**src/rtl/memtest_pkg.sv**
```systemverilog
// Shared widths, LFSR constants and types of the memory test engine
// Addresses are word addresses; the memory port moves one full DATA_W word per access

package memtest_pkg;

  localparam int ADDR_W = 16;
  localparam int DATA_W = 32;
  localparam int CNT_W  = 32;

  // Galois LFSR with a nonzero seed
  localparam logic [DATA_W-1:0] LFSR_SEED = 32'h0000_0001;
  localparam logic [DATA_W-1:0] LFSR_POLY = 32'hA300_0000;

  // One access on the memory port with single-cycle strobes
  typedef struct packed {
    logic              we;
    logic              re;
    logic [ADDR_W-1:0] addr;
    logic [DATA_W-1:0] wdata;
  } mem_req_t;

  typedef struct packed {
    logic              lfsr_mode;
    logic [ADDR_W-1:0] start_addr;
    logic [ADDR_W-1:0] stop_addr;
  } test_cfg_t;

  typedef struct packed {
    logic              pass;
    logic              fail;
    logic [CNT_W-1:0]  iterations;
    logic [ADDR_W-1:0] current_addr;
    logic [CNT_W-1:0]  total_errors;
    logic [ADDR_W-1:0] error_addr;
  } test_status_t;

  typedef enum logic [2:0] {
    ST_IDLE,
    ST_WR_REQ,
    ST_WR_WAIT,
    ST_RD_REQ,
    ST_RD_WAIT,
    ST_MAN_WAIT
  } fsm_state_e;

endpackage
```
**src/rtl/memtest_top.sv**
```systemverilog
// Memory read/write test engine with a strobe/ack memory port, one access outstanding
// cfg_i must be held stable while run_i is high or a manual access is in flight

module memtest_top import memtest_pkg::*; (
  input  logic              clk_sys_i,
  input  logic              rst_sys_ni,
  input  test_cfg_t         cfg_i,
  input  logic              run_i,
  input  logic              clear_fail_i,
  input  logic              single_write_i,
  input  logic              single_read_i,
  input  logic [DATA_W-1:0] single_wdata_i,
  output logic [DATA_W-1:0] single_rdata_o,
  output mem_req_t          mem_req_o,
  input  logic              mem_ack_i,
  input  logic [DATA_W-1:0] mem_rdata_i,
  output test_status_t      status_o,
  output logic              idle_o
);

  logic              load;
  logic              step;
  logic              pass_done;
  logic              restart;
  logic              advance;
  logic              rd_check;
  logic              pass_start;
  logic              at_stop;
  logic [ADDR_W-1:0] addr;
  logic [DATA_W-1:0] pattern;
  logic [CNT_W-1:0]  iterations;
  test_status_t      chk_status;
  logic              rd_pend_q;
  logic [DATA_W-1:0] single_rdata_q;

  memtest_fsm i_fsm (
    .clk_sys_i     (clk_sys_i),
    .rst_sys_ni    (rst_sys_ni),
    .run_i         (run_i),
    .single_write_i(single_write_i),
    .single_read_i (single_read_i),
    .single_wdata_i(single_wdata_i),
    .at_stop_i     (at_stop),
    .mem_ack_i     (mem_ack_i),
    .addr_i        (addr),
    .pattern_i     (pattern),
    .mem_req_o     (mem_req_o),
    .load_o        (load),
    .step_o        (step),
    .pass_done_o   (pass_done),
    .restart_o     (restart),
    .advance_o     (advance),
    .rd_check_o    (rd_check),
    .pass_start_o  (pass_start),
    .idle_o        (idle_o)
  );

  memtest_addr_counter i_addr_counter (
    .clk_sys_i   (clk_sys_i),
    .rst_sys_ni  (rst_sys_ni),
    .cfg_i       (cfg_i),
    .load_i      (load),
    .step_i      (step),
    .pass_done_i (pass_done),
    .addr_o      (addr),
    .at_stop_o   (at_stop),
    .iterations_o(iterations)
  );

  memtest_pattern_gen i_pattern_gen (
    .clk_sys_i  (clk_sys_i),
    .rst_sys_ni (rst_sys_ni),
    .lfsr_mode_i(cfg_i.lfsr_mode),
    .addr_i     (addr),
    .restart_i  (restart),
    .advance_i  (advance),
    .pattern_o  (pattern)
  );

  memtest_checker i_checker (
    .clk_sys_i   (clk_sys_i),
    .rst_sys_ni  (rst_sys_ni),
    .rd_check_i  (rd_check),
    .pass_start_i(pass_start),
    .pass_done_i (pass_done),
    .clear_fail_i(clear_fail_i),
    .rdata_i     (mem_rdata_i),
    .expected_i  (pattern),
    .addr_i      (addr),
    .status_o    (chk_status)
  );

  // Outstanding access is a read
  always_ff @(posedge clk_sys_i or negedge rst_sys_ni) begin
    if (!rst_sys_ni) begin
      rd_pend_q <= 1'b0;
    end else if (mem_req_o.re) begin
      rd_pend_q <= 1'b1;
    end else if (mem_ack_i) begin
      rd_pend_q <= 1'b0;
    end
  end

  // Read acks not flagged for checking belong to a manual read
  always_ff @(posedge clk_sys_i) begin
    if (mem_ack_i && rd_pend_q && !rd_check) begin
      single_rdata_q <= mem_rdata_i;
    end
  end

  assign single_rdata_o = single_rdata_q;

  always_comb begin
    status_o              = chk_status;
    status_o.iterations   = iterations;
    status_o.current_addr = addr;
  end

endmodule

```
**src/rtl/memtest_fsm.sv**
```systemverilog
// Sequencer of the memory test: write phase, read phase, and single manual accesses
// Only one access is outstanding; every state waiting on mem_ack_i waits without limit

module memtest_fsm import memtest_pkg::*; (
  input  logic              clk_sys_i,
  input  logic              rst_sys_ni,
  input  logic              run_i,
  input  logic              single_write_i,
  input  logic              single_read_i,
  input  logic [DATA_W-1:0] single_wdata_i,
  input  logic              at_stop_i,
  input  logic              mem_ack_i,
  input  logic [ADDR_W-1:0] addr_i,
  input  logic [DATA_W-1:0] pattern_i,
  output mem_req_t          mem_req_o,
  output logic              load_o,
  output logic              step_o,
  output logic              pass_done_o,
  output logic              restart_o,
  output logic              advance_o,
  output logic              rd_check_o,
  output logic              pass_start_o,
  output logic              idle_o
);

  fsm_state_e        state_q;
  fsm_state_e        state_d;
  logic              man_take;
  logic              man_strobe_q;
  logic              man_write_q;
  logic [DATA_W-1:0] man_wdata_q;

  // Manual pulses count only while idle and not running
  assign man_take = (state_q == ST_IDLE) && !run_i && (single_write_i || single_read_i);

  always_comb begin
    state_d      = state_q;
    load_o       = 1'b0;
    step_o       = 1'b0;
    pass_done_o  = 1'b0;
    restart_o    = 1'b0;
    advance_o    = 1'b0;
    rd_check_o   = 1'b0;
    pass_start_o = 1'b0;
    case (state_q)
      ST_IDLE: begin
        if (run_i) begin
          state_d      = ST_WR_REQ;
          load_o       = 1'b1;
          restart_o    = 1'b1;
          pass_start_o = 1'b1;
        end else if (man_take) begin
          // Manual access goes to start_addr
          state_d = ST_MAN_WAIT;
          load_o  = 1'b1;
        end
      end
      ST_WR_REQ: state_d = ST_WR_WAIT;
      ST_WR_WAIT: begin
        if (mem_ack_i) begin
          if (at_stop_i) begin
            state_d   = ST_RD_REQ;
            load_o    = 1'b1;
            restart_o = 1'b1;
          end else begin
            state_d   = ST_WR_REQ;
            step_o    = 1'b1;
            advance_o = 1'b1;
          end
        end
      end
      ST_RD_REQ: state_d = ST_RD_WAIT;
      ST_RD_WAIT: begin
        if (mem_ack_i) begin
          rd_check_o = 1'b1;
          if (at_stop_i) begin
            pass_done_o = 1'b1;
            if (run_i) begin
              state_d      = ST_WR_REQ;
              load_o       = 1'b1;
              restart_o    = 1'b1;
              pass_start_o = 1'b1;
            end else begin
              state_d = ST_IDLE;
            end
          end else begin
            state_d   = ST_RD_REQ;
            step_o    = 1'b1;
            advance_o = 1'b1;
          end
        end
      end
      ST_MAN_WAIT: begin
        if (mem_ack_i) begin
          state_d = ST_IDLE;
        end
      end
      default: state_d = ST_IDLE;
    endcase
  end

  always_ff @(posedge clk_sys_i or negedge rst_sys_ni) begin
    if (!rst_sys_ni) begin
      state_q      <= ST_IDLE;
      man_strobe_q <= 1'b0;
      man_write_q  <= 1'b0;
    end else begin
      state_q      <= state_d;
      man_strobe_q <= man_take;
      if (man_take) begin
        // Write wins if both pulses arrive together
        man_write_q <= single_write_i;
      end
    end
  end

  always_ff @(posedge clk_sys_i) begin
    if (man_take && single_write_i) begin
      man_wdata_q <= single_wdata_i;
    end
  end

  // Automatic strobes come from the state, the manual one from its pulse flop
  assign mem_req_o.we    = (state_q == ST_WR_REQ) || (man_strobe_q && man_write_q);
  assign mem_req_o.re    = (state_q == ST_RD_REQ) || (man_strobe_q && !man_write_q);
  assign mem_req_o.addr  = addr_i;
  assign mem_req_o.wdata = (state_q == ST_MAN_WAIT) ? man_wdata_q : pattern_i;

  assign idle_o = (state_q == ST_IDLE);

endmodule

```
**src/rtl/memtest_checker.sv**
```systemverilog
// Read data checker with error count, first error address and pass/fail flags
// fail stays set until clear_fail_i; pass is decided once per completed pass

module memtest_checker import memtest_pkg::*; (
  input  logic              clk_sys_i,
  input  logic              rst_sys_ni,
  input  logic              rd_check_i,
  input  logic              pass_start_i,
  input  logic              pass_done_i,
  input  logic              clear_fail_i,
  input  logic [DATA_W-1:0] rdata_i,
  input  logic [DATA_W-1:0] expected_i,
  input  logic [ADDR_W-1:0] addr_i,
  output test_status_t      status_o
);

  logic              mismatch;
  logic              pass_q;
  logic              fail_q;
  logic              pass_err_q;
  logic [CNT_W-1:0]  total_errors_q;
  logic [ADDR_W-1:0] error_addr_q;

  assign mismatch = rd_check_i && (rdata_i != expected_i);

  always_ff @(posedge clk_sys_i or negedge rst_sys_ni) begin
    if (!rst_sys_ni) begin
      pass_q         <= 1'b0;
      fail_q         <= 1'b0;
      pass_err_q     <= 1'b0;
      total_errors_q <= '0;
      error_addr_q   <= '0;
    end else begin
      if (clear_fail_i) begin
        fail_q         <= 1'b0;
        total_errors_q <= '0;
        error_addr_q   <= '0;
      end else if (mismatch) begin
        fail_q         <= 1'b1;
        total_errors_q <= total_errors_q + 1'b1;
        // fail low means no error seen since the last clear
        if (!fail_q) begin
          error_addr_q <= addr_i;
        end
      end
      // Last read of a pass is checked in the same cycle as pass_done_i
      if (pass_done_i) begin
        pass_q <= !(pass_err_q || mismatch);
      end
      if (pass_start_i) begin
        pass_err_q <= 1'b0;
      end else if (mismatch) begin
        pass_err_q <= 1'b1;
      end
    end
  end

  always_comb begin
    status_o              = '0;
    status_o.pass         = pass_q;
    status_o.fail         = fail_q;
    status_o.total_errors = total_errors_q;
    status_o.error_addr   = error_addr_q;
  end

endmodule

```
**src/rtl/memtest_pattern_gen.sv**
```systemverilog
// Expected data word, either the zero-extended address or a Galois LFSR value
// The LFSR reseeds at each phase start so write and read phases see the same words

module memtest_pattern_gen import memtest_pkg::*; (
  input  logic              clk_sys_i,
  input  logic              rst_sys_ni,
  input  logic              lfsr_mode_i,
  input  logic [ADDR_W-1:0] addr_i,
  input  logic              restart_i,
  input  logic              advance_i,
  output logic [DATA_W-1:0] pattern_o
);

  logic [DATA_W-1:0] lfsr_q;
  logic [DATA_W-1:0] lfsr_next;

  // Shift right, fold in the polynomial when a 1 drops out
  assign lfsr_next = lfsr_q[0] ? ((lfsr_q >> 1) ^ LFSR_POLY) : (lfsr_q >> 1);

  always_ff @(posedge clk_sys_i or negedge rst_sys_ni) begin
    if (!rst_sys_ni) begin
      lfsr_q <= LFSR_SEED;
    end else if (restart_i) begin
      lfsr_q <= LFSR_SEED;
    end else if (advance_i) begin
      lfsr_q <= lfsr_next;
    end
  end

  assign pattern_o = lfsr_mode_i ? lfsr_q : {{(DATA_W-ADDR_W){1'b0}}, addr_i};

endmodule

```
**src/rtl/memtest_addr_counter.sv**
```systemverilog
// Word address counter and completed-pass counter
// stop_addr must not be below start_addr, else the address wraps through the whole space

module memtest_addr_counter import memtest_pkg::*; (
  input  logic              clk_sys_i,
  input  logic              rst_sys_ni,
  input  test_cfg_t         cfg_i,
  input  logic              load_i,
  input  logic              step_i,
  input  logic              pass_done_i,
  output logic [ADDR_W-1:0] addr_o,
  output logic              at_stop_o,
  output logic [CNT_W-1:0]  iterations_o
);

  logic [ADDR_W-1:0] addr_q;
  logic [CNT_W-1:0]  iter_q;

  always_ff @(posedge clk_sys_i or negedge rst_sys_ni) begin
    if (!rst_sys_ni) begin
      addr_q <= '0;
    end else if (load_i) begin
      addr_q <= cfg_i.start_addr;
    end else if (step_i) begin
      addr_q <= addr_q + 1'b1;
    end
  end

  // Passes completed since reset
  always_ff @(posedge clk_sys_i or negedge rst_sys_ni) begin
    if (!rst_sys_ni) begin
      iter_q <= '0;
    end else if (pass_done_i) begin
      iter_q <= iter_q + 1'b1;
    end
  end

  assign addr_o       = addr_q;
  assign at_stop_o    = (addr_q == cfg_i.stop_addr);
  assign iterations_o = iter_q;

endmodule

```
**config.mk**
```make
export PLATFORM = sky130hd
export DESIGN_NAME = memtest_top
export DESIGN_NICKNAME = d
export VERILOG_FILES = /design/src/rtl/memtest_pkg.sv /design/src/rtl/memtest_top.sv /design/src/rtl/memtest_fsm.sv /design/src/rtl/memtest_checker.sv /design/src/rtl/memtest_pattern_gen.sv /design/src/rtl/memtest_addr_counter.sv
export SDC_FILE = /design/constraint.sdc
export NUM_CORES = 1
export LEC_CHECK = 0
export ABC_AREA = 0
export BUFFER_PORTS_ARGS = -buffer_cell sky130_fd_sc_hd__buf_2
export CORE_ASPECT_RATIO = 0.6
export CORE_UTILIZATION = 48
export DETAILED_ROUTE_END_ITERATION = 8
export PLACE_DENSITY = 0.85
export SETUP_SLACK_MARGIN = 0.5
export SLEW_MARGIN = 20
export SYNTH_ARGS = -nofsm -noshare
export SYNTH_HDL_FRONTEND = slang
export SYNTH_HIERARCHICAL = 1
export SYNTH_SLANG_ARGS = --single-unit
```
**constraint.sdc**
```tcl
create_clock -name clk_sys_i -period 2.8 [get_ports clk_sys_i]
set_input_delay 0.56 -clock clk_sys_i [delete_from_list [all_inputs] [get_ports clk_sys_i]]
set_output_delay 0.56 -clock clk_sys_i [all_outputs]
set_load 0.05 [all_outputs]
```
## Yosys cells after proc, flatten, opt, wreduce, memory -nomap -nowiden

Cells that the tools add are included.

| storage, ports and cells | value |
|---|---|
| register bits after elaboration | 201 |
| latch bits | 0 |
| RAM bits | 0 |
| memory bits (read-only) | 0 |
| logic and storage cells | 97 |
| memories | 0 |

| cells by class | value |
|---|---|
| add/subtract/negate cells | 3 |
| multipliers | 0 |
| divide/modulo/power cells | 0 |
| magnitude comparators | 0 |
| eq/ne operators | 12 |
| shifts and indexed selects | 0 |
| mux-type cells | 42 |
| bitwise gates (word level) | 1 |
| reduce and logical (&&, ||, !) cells | 25 |

Operators with widths:

| kind | count |
|---|---|
| $mux W32 | 7 |
| $mux W16 | 5 |
| $add A32 B1 Y32 const B | 2 |
| $ne A32 B32 Y1 | 1 |
| $mux W1 | 19 |
| $pmux W3 S6 | 1 |
| $add A16 B1 Y16 const B | 1 |
| $eq A16 B16 Y1 | 1 |
| $mux W3 | 5 |
| $reduce_bool A2 Y1 | 5 |
| $logic_and A1 B1 Y1 | 8 |
| $ne A2 B2 Y1 const B | 4 |
| $eq A3 B2 Y1 const B | 2 |
| $eq A3 B3 Y1 const B | 2 |
| $pmux W1 S3 | 2 |
| $logic_not A1 Y1 | 4 |
| $logic_or A1 B1 Y1 | 4 |
| $mux W2 | 2 |
| $not A3 Y4 | 1 |
| $reduce_and A4 Y1 | 1 |
| $eq A3 B1 Y1 const B | 1 |
| $logic_not A3 Y1 | 1 |
| $ne A3 B2 Y1 const B | 1 |
| $pmux W1 S2 | 1 |
| 2 further kinds | 2 |

## Longest topological paths before layout

Gate-level depths: netlist (run 1).

| logic depth | value |
|---|---|
| depth in word-level cells | 7 |
| mapped depth | 11 |
| gate-level depth less buffers | 9 |

## Cells and area by module

Netlist (run 1), hierarchy kept.

Modules (own cells, without submodules):

| module | instances | cells an instance | area an instance (µm²) | seq. area each (µm²) |
|---|---|---|---|---|
| memtest_checker | 1 | 342 | 3309.4 | 1276.2 |
| memtest_addr_counter | 1 | 236 | 2487.4 | 1201.2 |
| memtest_fsm | 1 | 139 | 2015.7 | 1086.0 |
| memtest_pattern_gen | 1 | 142 | 1672.9 | 802.0 |
| memtest_top | 1 | 37 | 1004.7 | 985.9 |

## Worst setup path after synthesis (run 1)

No wires, ideal clock.

| timing | value |
|---|---|
| kind | register to register |
| start | reg i_addr_counter.addr_q[11], in the netlist i_addr_counter/addr_o[11] |
| end | reg i_addr_counter.iter_q[16], in the netlist i_addr_counter/iterations_o[16] |
| arrival time | 3.148 ns |
| data required time | 2.657 ns |
| slack | -0.492 ns |
| stages on the path, launching flop included | 11 |
| buffers on the path | 1 |
| clock period less this slack | 3.292 ns |
| cell sequence | dfrtp_1 > clkbuf_1 > xnor2_1 > nand4_1 > nor4_1 > nand2_1 > nor2_1 > nand3_2 > nor4_4 > nand4_1 > xnor2_1 |

| between the ends | value |
|---|---|
| cells in the longest elaborated chain, start to end | 4 |

Ends and longest elaborated chain:

| element | RTL line | RTL |
|---|---|---|
| from (decl) | memtest_addr_counter.sv:16 | `logic [ADDR_W-1:0] addr_q;` |
| from (signal assigned) | memtest_addr_counter.sv:23 | `addr_q <= cfg_i.start_addr;` |
| from (signal assigned) | memtest_addr_counter.sv:25 | `addr_q <= addr_q + 1'b1;` |
| $eq A16 B16 Y1 | memtest_addr_counter.sv:39 | `assign at_stop_o = (addr_q == cfg_i.stop_addr);` |
| net at_stop | memtest_top.sv:28 | `logic at_stop;` |
| $mux W1 | memtest_fsm.sv:76 | `if (at_stop_i) begin` |
| $mux W1 | memtest_fsm.sv:74 | `if (mem_ack_i) begin` |
| $mux W1 | memtest_fsm.sv:45 | `case (state_q)` |
| net pass_done | memtest_top.sv:23 | `logic pass_done;` |
| to (signal assigned) | memtest_addr_counter.sv:34 | `iter_q <= iter_q + 1'b1;` |
| to (decl) | memtest_addr_counter.sv:17 | `logic [CNT_W-1:0] iter_q;` |

The timed path passes the listed nets, and every way through them passes these cells.
A chain may end at the register's enable or synchronous reset.

## Final worst setup path (run 1)

| timing | value |
|---|---|
| start | reg i_addr_counter.addr_q[7], in the netlist i_addr_counter/addr_o[7] |
| end | reg i_checker.total_errors_q[6] |

| between the ends | value |
|---|---|
| cells in the longest elaborated chain, start to end | 4 |

Ends and longest elaborated chain:

| element | RTL line | RTL |
|---|---|---|
| $mux W32 | memtest_pattern_gen.sv:30 | `assign pattern_o = lfsr_mode_i ? lfsr_q : {{(DATA_W-ADDR_W){1'b0}}, addr_i};` |
| net pattern[7] | memtest_top.sv:30 | `logic [DATA_W-1:0] pattern;` |
| $ne A32 B32 Y1 | memtest_checker.sv:24 | `assign mismatch = rd_check_i && (rdata_i != expected_i);` |
| $logic_and A1 B1 Y1 | memtest_checker.sv:24 |  |
| $reduce_bool A2 Y1 (no line) | -- |  |
| to (signal assigned) | memtest_checker.sv:40 | `total_errors_q <= total_errors_q + 1'b1;` |
| to (decl) | memtest_checker.sv:21 | `logic [CNT_W-1:0] total_errors_q;` |

The timed path passes the listed nets, and every way through them passes these cells.

==> key figures, run 1 <==
Outcome
  • Status: finished, final reports clean

Global route
  • Largest net degree at the start of global routing: 59
  • Vias in the first global route: 8339
  • First-pass GRT wire length: 49260 um
  • Gr usage total: 29.68%
  • Initial antenna violation count: 1
  • GRT overflow: 0

Final layout
  • FILL cells: 1222
  • Total Nets Final: 1368
  • Synthesis-to-finish area growth: 48.52%
  • Non-Filler Instances: 1549
  • Multi-input logic area: 0.005165 sq mm
  • Share of cells above drive strength 1: 53.25%
  • Area occupied by registers: 0.005375 sq mm

Pwr
  • Leak Pwr: 0.006872 uW
  • Power per cell area: 906.1 mW/mm^2
  • Peak VDD IR: 0.7885 mV

Floorplan
  • Initial core utilization: 49.83%
  • CORE AREA: 0.02032 sq mm
  • Die area: 0.02170 sq mm
  • Die Wd: 189.5 um
  • Die Y: 114.5 um
  • I/O pins: 285
  • Rows: 40

Drt
  • DRT Pass-1 Iters: 5
  • DRC: 0
  • DRT antenna net count: 0
  • DR vias/cell: 5.728
  • 1st-iter DRT viols: 663
  • WL/cell: 22.46 um
  • Via count: 8872
  • Total wire length: 34780 um

Logic synthesis
  • Synthesized area: 0.01013 sq mm
  • Mapped Cells: 847
  • Ys Warns: 6
  • Syn Nets: 954
  • Syn_area_per_cell: 11.96 sq um

Timing
  • Clock skew: 0.01044 ns
  • Slew @ Worst Pin: 0.6081 ns
  • Max frequency: 0.3694 GHz
  • Endpoints failing setup: 0
  • Setup TNS: 0 ns
  • RSZ-0062 raised after global routing: true
  • Period utilization: 96.67%
  • Hold Vio Cnt, Final: 0
  • Worst hold slack: 0.02648 ns
  • Worst rel slew slack: 59.24%
  • Final slew viol count: 0
  • Final min period: 2.707 ns

CTS
  • TritonCTS buffer count: 21
  • Root Buffer: clkbuf_16
  • Clock Path Buffers: 3
  • CTS clock-pin slew for the worst setup and hold paths: 0.07 ns
  • H-tree levels: 1
  • TritonCTS clock tree: yes
  • Skew-Pair Late Insertion Delay: 0.50 ns
  • CTS Sinks: 201

Worst setup path
  • R2r setup slk: 0.09 ns
  • Critical path's most frequent cell: buf_6
  • Critical Path AT: 3.11 ns
  • CP max stage cell: dfrtp_2
  • Worst-path maximum fanout: 7
  • Worst setup EP type: flip-flop
  • Critical path type: reg2reg
  • R2r startpoint: i_addr_counter/addr_o[7]
  • Delay of the slowest critical-path stage: 0.46 ns
  • CP required: 3.20 ns
  • Crit path from: i_addr_counter/addr_o[7]
  • CP Cell Sequence: buf_6 > buf_6 > mux2_4 > xnor2_2 > nand4_1 > nor4_4 > buf_6 > and2_4 > buf_4 > buf_6 > or4_1 > a21oi_1
  • Startpoint Class: flip-flop

Place
  • Placed Instances: 1422
  • Port Buffer Count: 284
  • HPWL Detailed: 21140 um
  • Final Wtd Congestion: 0.8474

Worst hold path
  • Min-delay worst type: in2async

Job
  • Max_cap viols: 0
==> cell type report <==
cell class | instances | area share (%)
Antenna cell | 1 | 0.01664
Tap cell | 273 | 2.271
Clock inverter | 3 | 0.1165
Timing Repair Buffer | 450 | 23.27
Inverter | 9 | 0.2246
Multi-Input combinational cell | 578 | 34.34
Sequential cell | 201 | 35.74
Clock buffer | 34 | 4.018
==> report_power, final <==
| group | switching, uW | internal, uW | leakage (uW) |
|---|---|---|---|
| clock network | 1160 | 1470 | 0.000300 |
| registers | 428 | 3480 | 0.00242 |
| logic | 4130 | 2960 | 0.00415 |
| total | 5710 | 7910 | 0.00687 |
==> layer usage <==
| layer | vias up | GRT usage [%] | part of all wire, % |
|---|---|---|---|
| li1 | 3853 | - | - |
| met1 | 4401 | 42.25 | 43 |
| met4 | 0 | 9.032 | 3.6 |
| met5 | - | 0 | 0 |
| met2 | 515 | 46.50 | 46 |
| met3 | 103 | 5.179 | 7.6 |
==> registers in the layout (all words and copies together), names as in the netlist <==
register / cells
i_addr_counter/addr_o: 16
i_addr_counter/iterations_o: 32
i_checker/error_addr_q: 16
i_checker/fail_q: 1
i_checker/pass_err_q: 1
i_checker/pass_q: 1
i_checker/total_errors_q: 32
i_fsm/man_strobe_q: 1
i_fsm/man_wdata_q: 32
i_fsm/man_write_q: 1
i_fsm/state_q: 3
i_pattern_gen/lfsr_q: 32
rd_pend_q: 1
single_rdata_o: 32
==> path summary, 6_finish.rpt <==
| check | endpoint | depth (start not counted) |
|---|---|---|
| min in group clk_sys_i | i_fsm/man_wdata_q[27] | 1 |
| worst min register to register | i_checker/pass_err_q | 2 |
| max in group asynchronous | i_pattern_gen/lfsr_q[0] | 2 |
| worst min-delay path | i_checker/error_addr_q[9] | 1 |
| worst max register to register | i_checker/total_errors_q[6] | 12 |
| worst max-delay path | i_checker/total_errors_q[6] | 12 |
==> critical path, delay by kind of cell, from the launching register on <==
family / cells / cell delay, ns
muxes: 1 / 0.30
buffers and inverters: 5 / 0.67
AOI/OAI and AO/OA: 1 / 0.20
xor gates and xnor gates: 1 / 0.16
and+or+nand+nor: 4 / 0.82
DFF: 1 / 0.46
==> metrics by stage <==
step	setup slack, ns	area, sq um	utilization, %	power [uW]
final	0.09314	15040	74.01	13630
after global routing	0.02814	15040	74.01	14060
after CTS	0.2426	14180	69.80	12960
after detailed placement	-0.4825	12340	60.75	9229
after global placement	-0.3330	12340	60.75	9141
after floorplan	0.06913	10380	-	7930
==> repair_timing <==
| action | 4_1_cts | 5_1_grt |
|---|---|---|
| setup buffers | 47 | 28 |
| pin swaps | 72 | 83 |
| resized for setup | 155 | 106 |
| hold buffers | 0 | 0 |
| gates cloned | 9 | 5 |
| setup endpoints to repair | 163 | 165 |
==> placed cells by master, fill, tap and decap left out, types with 16 or more instances in the layout <==
cell	instances
buf_2	247
xnor2_1	68
nand3_1	19
nand2_1	39
mux2i_1	43
dfrtp_1	117
clkbuf_16	25
buf_4	100
xnor2_2	25
buf_6	65
edfxtp_1	64
nand4_1	37
and2_1	20
dfrtp_2	19
a21oi_1	16
nor2_1	69
mux2_4	41
No activity file was read; power rests on OpenSTA's default activity.
==> inputs of run 2 (changes only) <==
--- a/config.mk
+++ b/config.mk
@@ -8,10 +8,12 @@
 export ABC_AREA = 0
 export BUFFER_PORTS_ARGS = -buffer_cell sky130_fd_sc_hd__buf_2
 export CORE_ASPECT_RATIO = 0.6
+export CORE_MARGIN = 2
 export CORE_UTILIZATION = 48
 export DETAILED_ROUTE_END_ITERATION = 8
 export PLACE_DENSITY = 0.85
 export SETUP_SLACK_MARGIN = 0.5
+export SKIP_CTS_REPAIR_TIMING = 1
 export SLEW_MARGIN = 20
 export SYNTH_ARGS = -nofsm -noshare
 export SYNTH_HDL_FRONTEND = slang
==> constraint.sdc (replaced) <==
create_clock -name clk_sys_i -period 2.3 [get_ports clk_sys_i]
set_input_delay 0.46 -clock clk_sys_i [delete_from_list [all_inputs] [get_ports clk_sys_i]]
set_output_delay 0.46 -clock clk_sys_i [all_outputs]
set_load 0.05 [all_outputs]
==> key figures, run 2 (synthesized netlist as in run 1, its figures left out) <==
Worst setup path
  • Worst-path maximum fanout: 5 (was 7)
  • Startpoint Class: flip-flop (unchanged)
  • CP required: 2.70 ns (was 3.20 ns)
  • Critical Path AT: 3.05 ns (was 3.11 ns)
  • Worst setup EP type: flip-flop (unchanged)
  • Critical path type: reg2reg (unchanged)

Final layout
  • FILL cells: 1317 (was 1222)
  • Area occupied by registers: 0.005388 sq mm (was 0.005375 sq mm)
  • Share of cells above drive strength 1: 55.82% (was 53.25%)
  • Most common cell after layout, fill and taps aside: buf_2 (unchanged)
  • Most frequent cells in the layout: buf_2, buf_4, dfrtp_1 (was buf_2, dfrtp_1, buf_4)
  • Total Nets Final: 1400 (was 1368)
  • Synthesis-to-finish area growth: 52.49% (was 48.52%)
  • Non-Filler Instances: 1587 (was 1549)
  • Multi-input logic area: 0.005199 sq mm (was 0.005165 sq mm)

Global route
  • Initial antenna violation count: 1 (unchanged)
  • Gr usage total: 25.88% (was 29.68%)
  • Largest net degree at the start of global routing: 47 (was 59)
  • Vias in the first global route: 7667 (was 8339)
  • GRT overflow: 0 (unchanged)
  • First-pass GRT wire length: 44260 um (was 49260 um)

CTS
  • TritonCTS clock tree: yes (unchanged)
  • CTS clock-pin slew for the worst setup and hold paths: 0.07 ns (about the same)
  • Root Buffer: clkbuf_16 (unchanged)
  • Clock Path Buffers: 3 (unchanged)
  • TritonCTS buffer count: 20 (was 21)
  • Skew-Pair Late Insertion Delay: 0.50 ns (about the same)
  • H-tree levels: 1 (unchanged)
  • CTS Sinks: 201 (unchanged)

Worst hold path
  • Min-delay worst type: in2reg (was in2async)

Floorplan
  • Rows: 41 (was 40)
  • Initial core utilization: 48.62% (was 49.83%)
  • CORE AREA: 0.02083 sq mm (was 0.02032 sq mm)
  • Die Wd: 191.5 um (was 189.5 um)
  • Die Y: 116.5 um (was 114.5 um)
  • I/O pins: 285 (unchanged)
  • Die area: 0.02231 sq mm (was 0.02170 sq mm)

Place
  • Placed Instances: 1483 (was 1422)
  • Final Wtd Congestion: 0.8708 (was 0.8474)
  • Port Buffer Count: 284 (unchanged)
  • Post-Place Setup Slack: -0.8068 ns (was -0.4825 ns)
  • HPWL Detailed: 22780 um (was 21140 um)

Timing
  • Max frequency: 0.3775 GHz (was 0.3694 GHz)
  • Worst hold slack: 0.1314 ns (was 0.02648 ns)
  • Clock skew: 0.02239 ns (was 0.01044 ns)
  • Worst rel slew slack: 60.69% (was 59.24%)
  • Final slew viol count: 0 (unchanged)
  • Hold Vio Cnt, Final: 0 (unchanged)
  • Slew @ Worst Pin: 0.5864 ns (was 0.6081 ns)
  • Final min period: 2.649 ns (was 2.707 ns)
  • Setup ws final: -0.3487 ns (was 0.09314 ns)
  • RSZ-0062 raised after global routing: true (unchanged)
  • Endpoints failing setup: 154 (was 0)
  • Period utilization: 115.2% (was 96.67%)

Drt
  • WL/cell: 22.40 um (was 22.46 um)
  • DRT Pass-1 Iters: 5 (unchanged)
  • Via count: 8953 (was 8872)
  • DRT antenna net count: 0 (unchanged)
  • Total wire length: 35540 um (was 34780 um)
  • DRC: 0 (unchanged)
  • DR vias/cell: 5.641 (was 5.728)
  • 1st-iter DRT viols: 683 (was 663)

Outcome
  • Failing checks: setup timing
  • Status: complete, but fails checks (was finished, final reports clean)

Job
  • Max_cap viols: 0 (unchanged)

Pwr
  • Peak VDD IR: 0.8625 mV (was 0.7885 mV)
  • Leak Pwr: 0.007070 uW (was 0.006872 uW)
  • Power per cell area: 1085 mW/mm^2 (was 906.1 mW/mm^2)
## run 2: cell types whose count changed in the layout (fill, tap and decap cells not counted), moves of 7 or more
| cell | before | now |
|---|---|---|
| nand2_2 | 4 | 13 |
| buf_2 | 247 | 236 |
| buf_16 | 8 | 0 |
| o21ai_0 | 11 | 1 |
| o21ai_1 | 4 | 13 |
| nand2_1 | 39 | 29 |
| buf_4 | 100 | 122 |
| dfrtp_1 | 117 | 107 |
| xnor2_1 | 68 | 75 |
| xnor2_2 | 25 | 18 |
| dfrtp_2 | 19 | 29 |
| buf_6 | 65 | 83 |
## run 2: final cells by class
class	instances	share of cell area, %
flip-flops and latches	201	34.89
clock buffers	31	3.970
inverters	9	0.2188
repair buffers	482	24.64
multi-input cells	579	33.67
diodes	2	0.03241
well taps	279	2.261
clock inverters	4	0.3160
## run 2: worst paths after layout
kind,cells past startpoint,to,startpoint,slack [ns]
min in group asynchronous,2,i_checker/error_addr_q[11],rst_sys_ni,0.46
max in group asynchronous,3,i_addr_counter/addr_o[1],rst_sys_ni,1.11
worst max register to register,12,i_addr_counter/iterations_o[22],i_addr_counter/addr_o[3],-0.35
worst min register to register,1,i_addr_counter/iterations_o[31],i_addr_counter/iterations_o[31],0.47
worst min-delay path,1,i_fsm/man_wdata_q[3],single_wdata_i[3],0.13
worst max-delay path,12,i_addr_counter/iterations_o[22],i_addr_counter/addr_o[3],-0.35
## run 2: critical path: stages (launching register included)
cell and delay [ns]:
dfrtp_2 0.47, xnor2_1 0.18, nand4_1 0.20, nor4_4 0.29, buf_4 0.21, nand2_4 0.07
nor2_4 0.17, nand3_2 0.15, nor4_4 0.23, buf_6 0.16, buf_12 0.10, nand4_1 0.11
xnor2_1 0.22
## run 2: routing by layer
metal / vias up / GRT usage, % / share of wire, % / wire (um)
met1: 4437 / 38.69 / 42 / 14950
met2: 494 / 39.90 / 46 / 16390
met4: 0 / 5.077 / 3.1 / 1096
met5: - / 0 / 0 / 0
met3: 92 / 4.477 / 8.7 / 3105
li1: 3930 / - / - / -
## run 2: power by group
| part | internal [uW] | switching, uW | total (uW) | leakage (uW) |
|---|---|---|---|---|
| combinational | 3670 | 5120 | 8780 | 0.00434 |
| clock | 1950 | 1410 | 3360 | 0.000327 |
| sequential | 4230 | 389 | 4610 | 0.00241 |
## run 2: per-stage QoR
stage               area (sq um)  TNS (ns)  util, %  power, uW
floorplan                  10490    -9.166        -       9748
global placement           12870    -42.24    61.81      11600
detailed placement         12870    -48.57    61.81      11720
CTS                        13540    -35.56    64.99      15070
global route               15440    -38.64    74.11      17330
finish                     15440    -26.28    74.14      16750
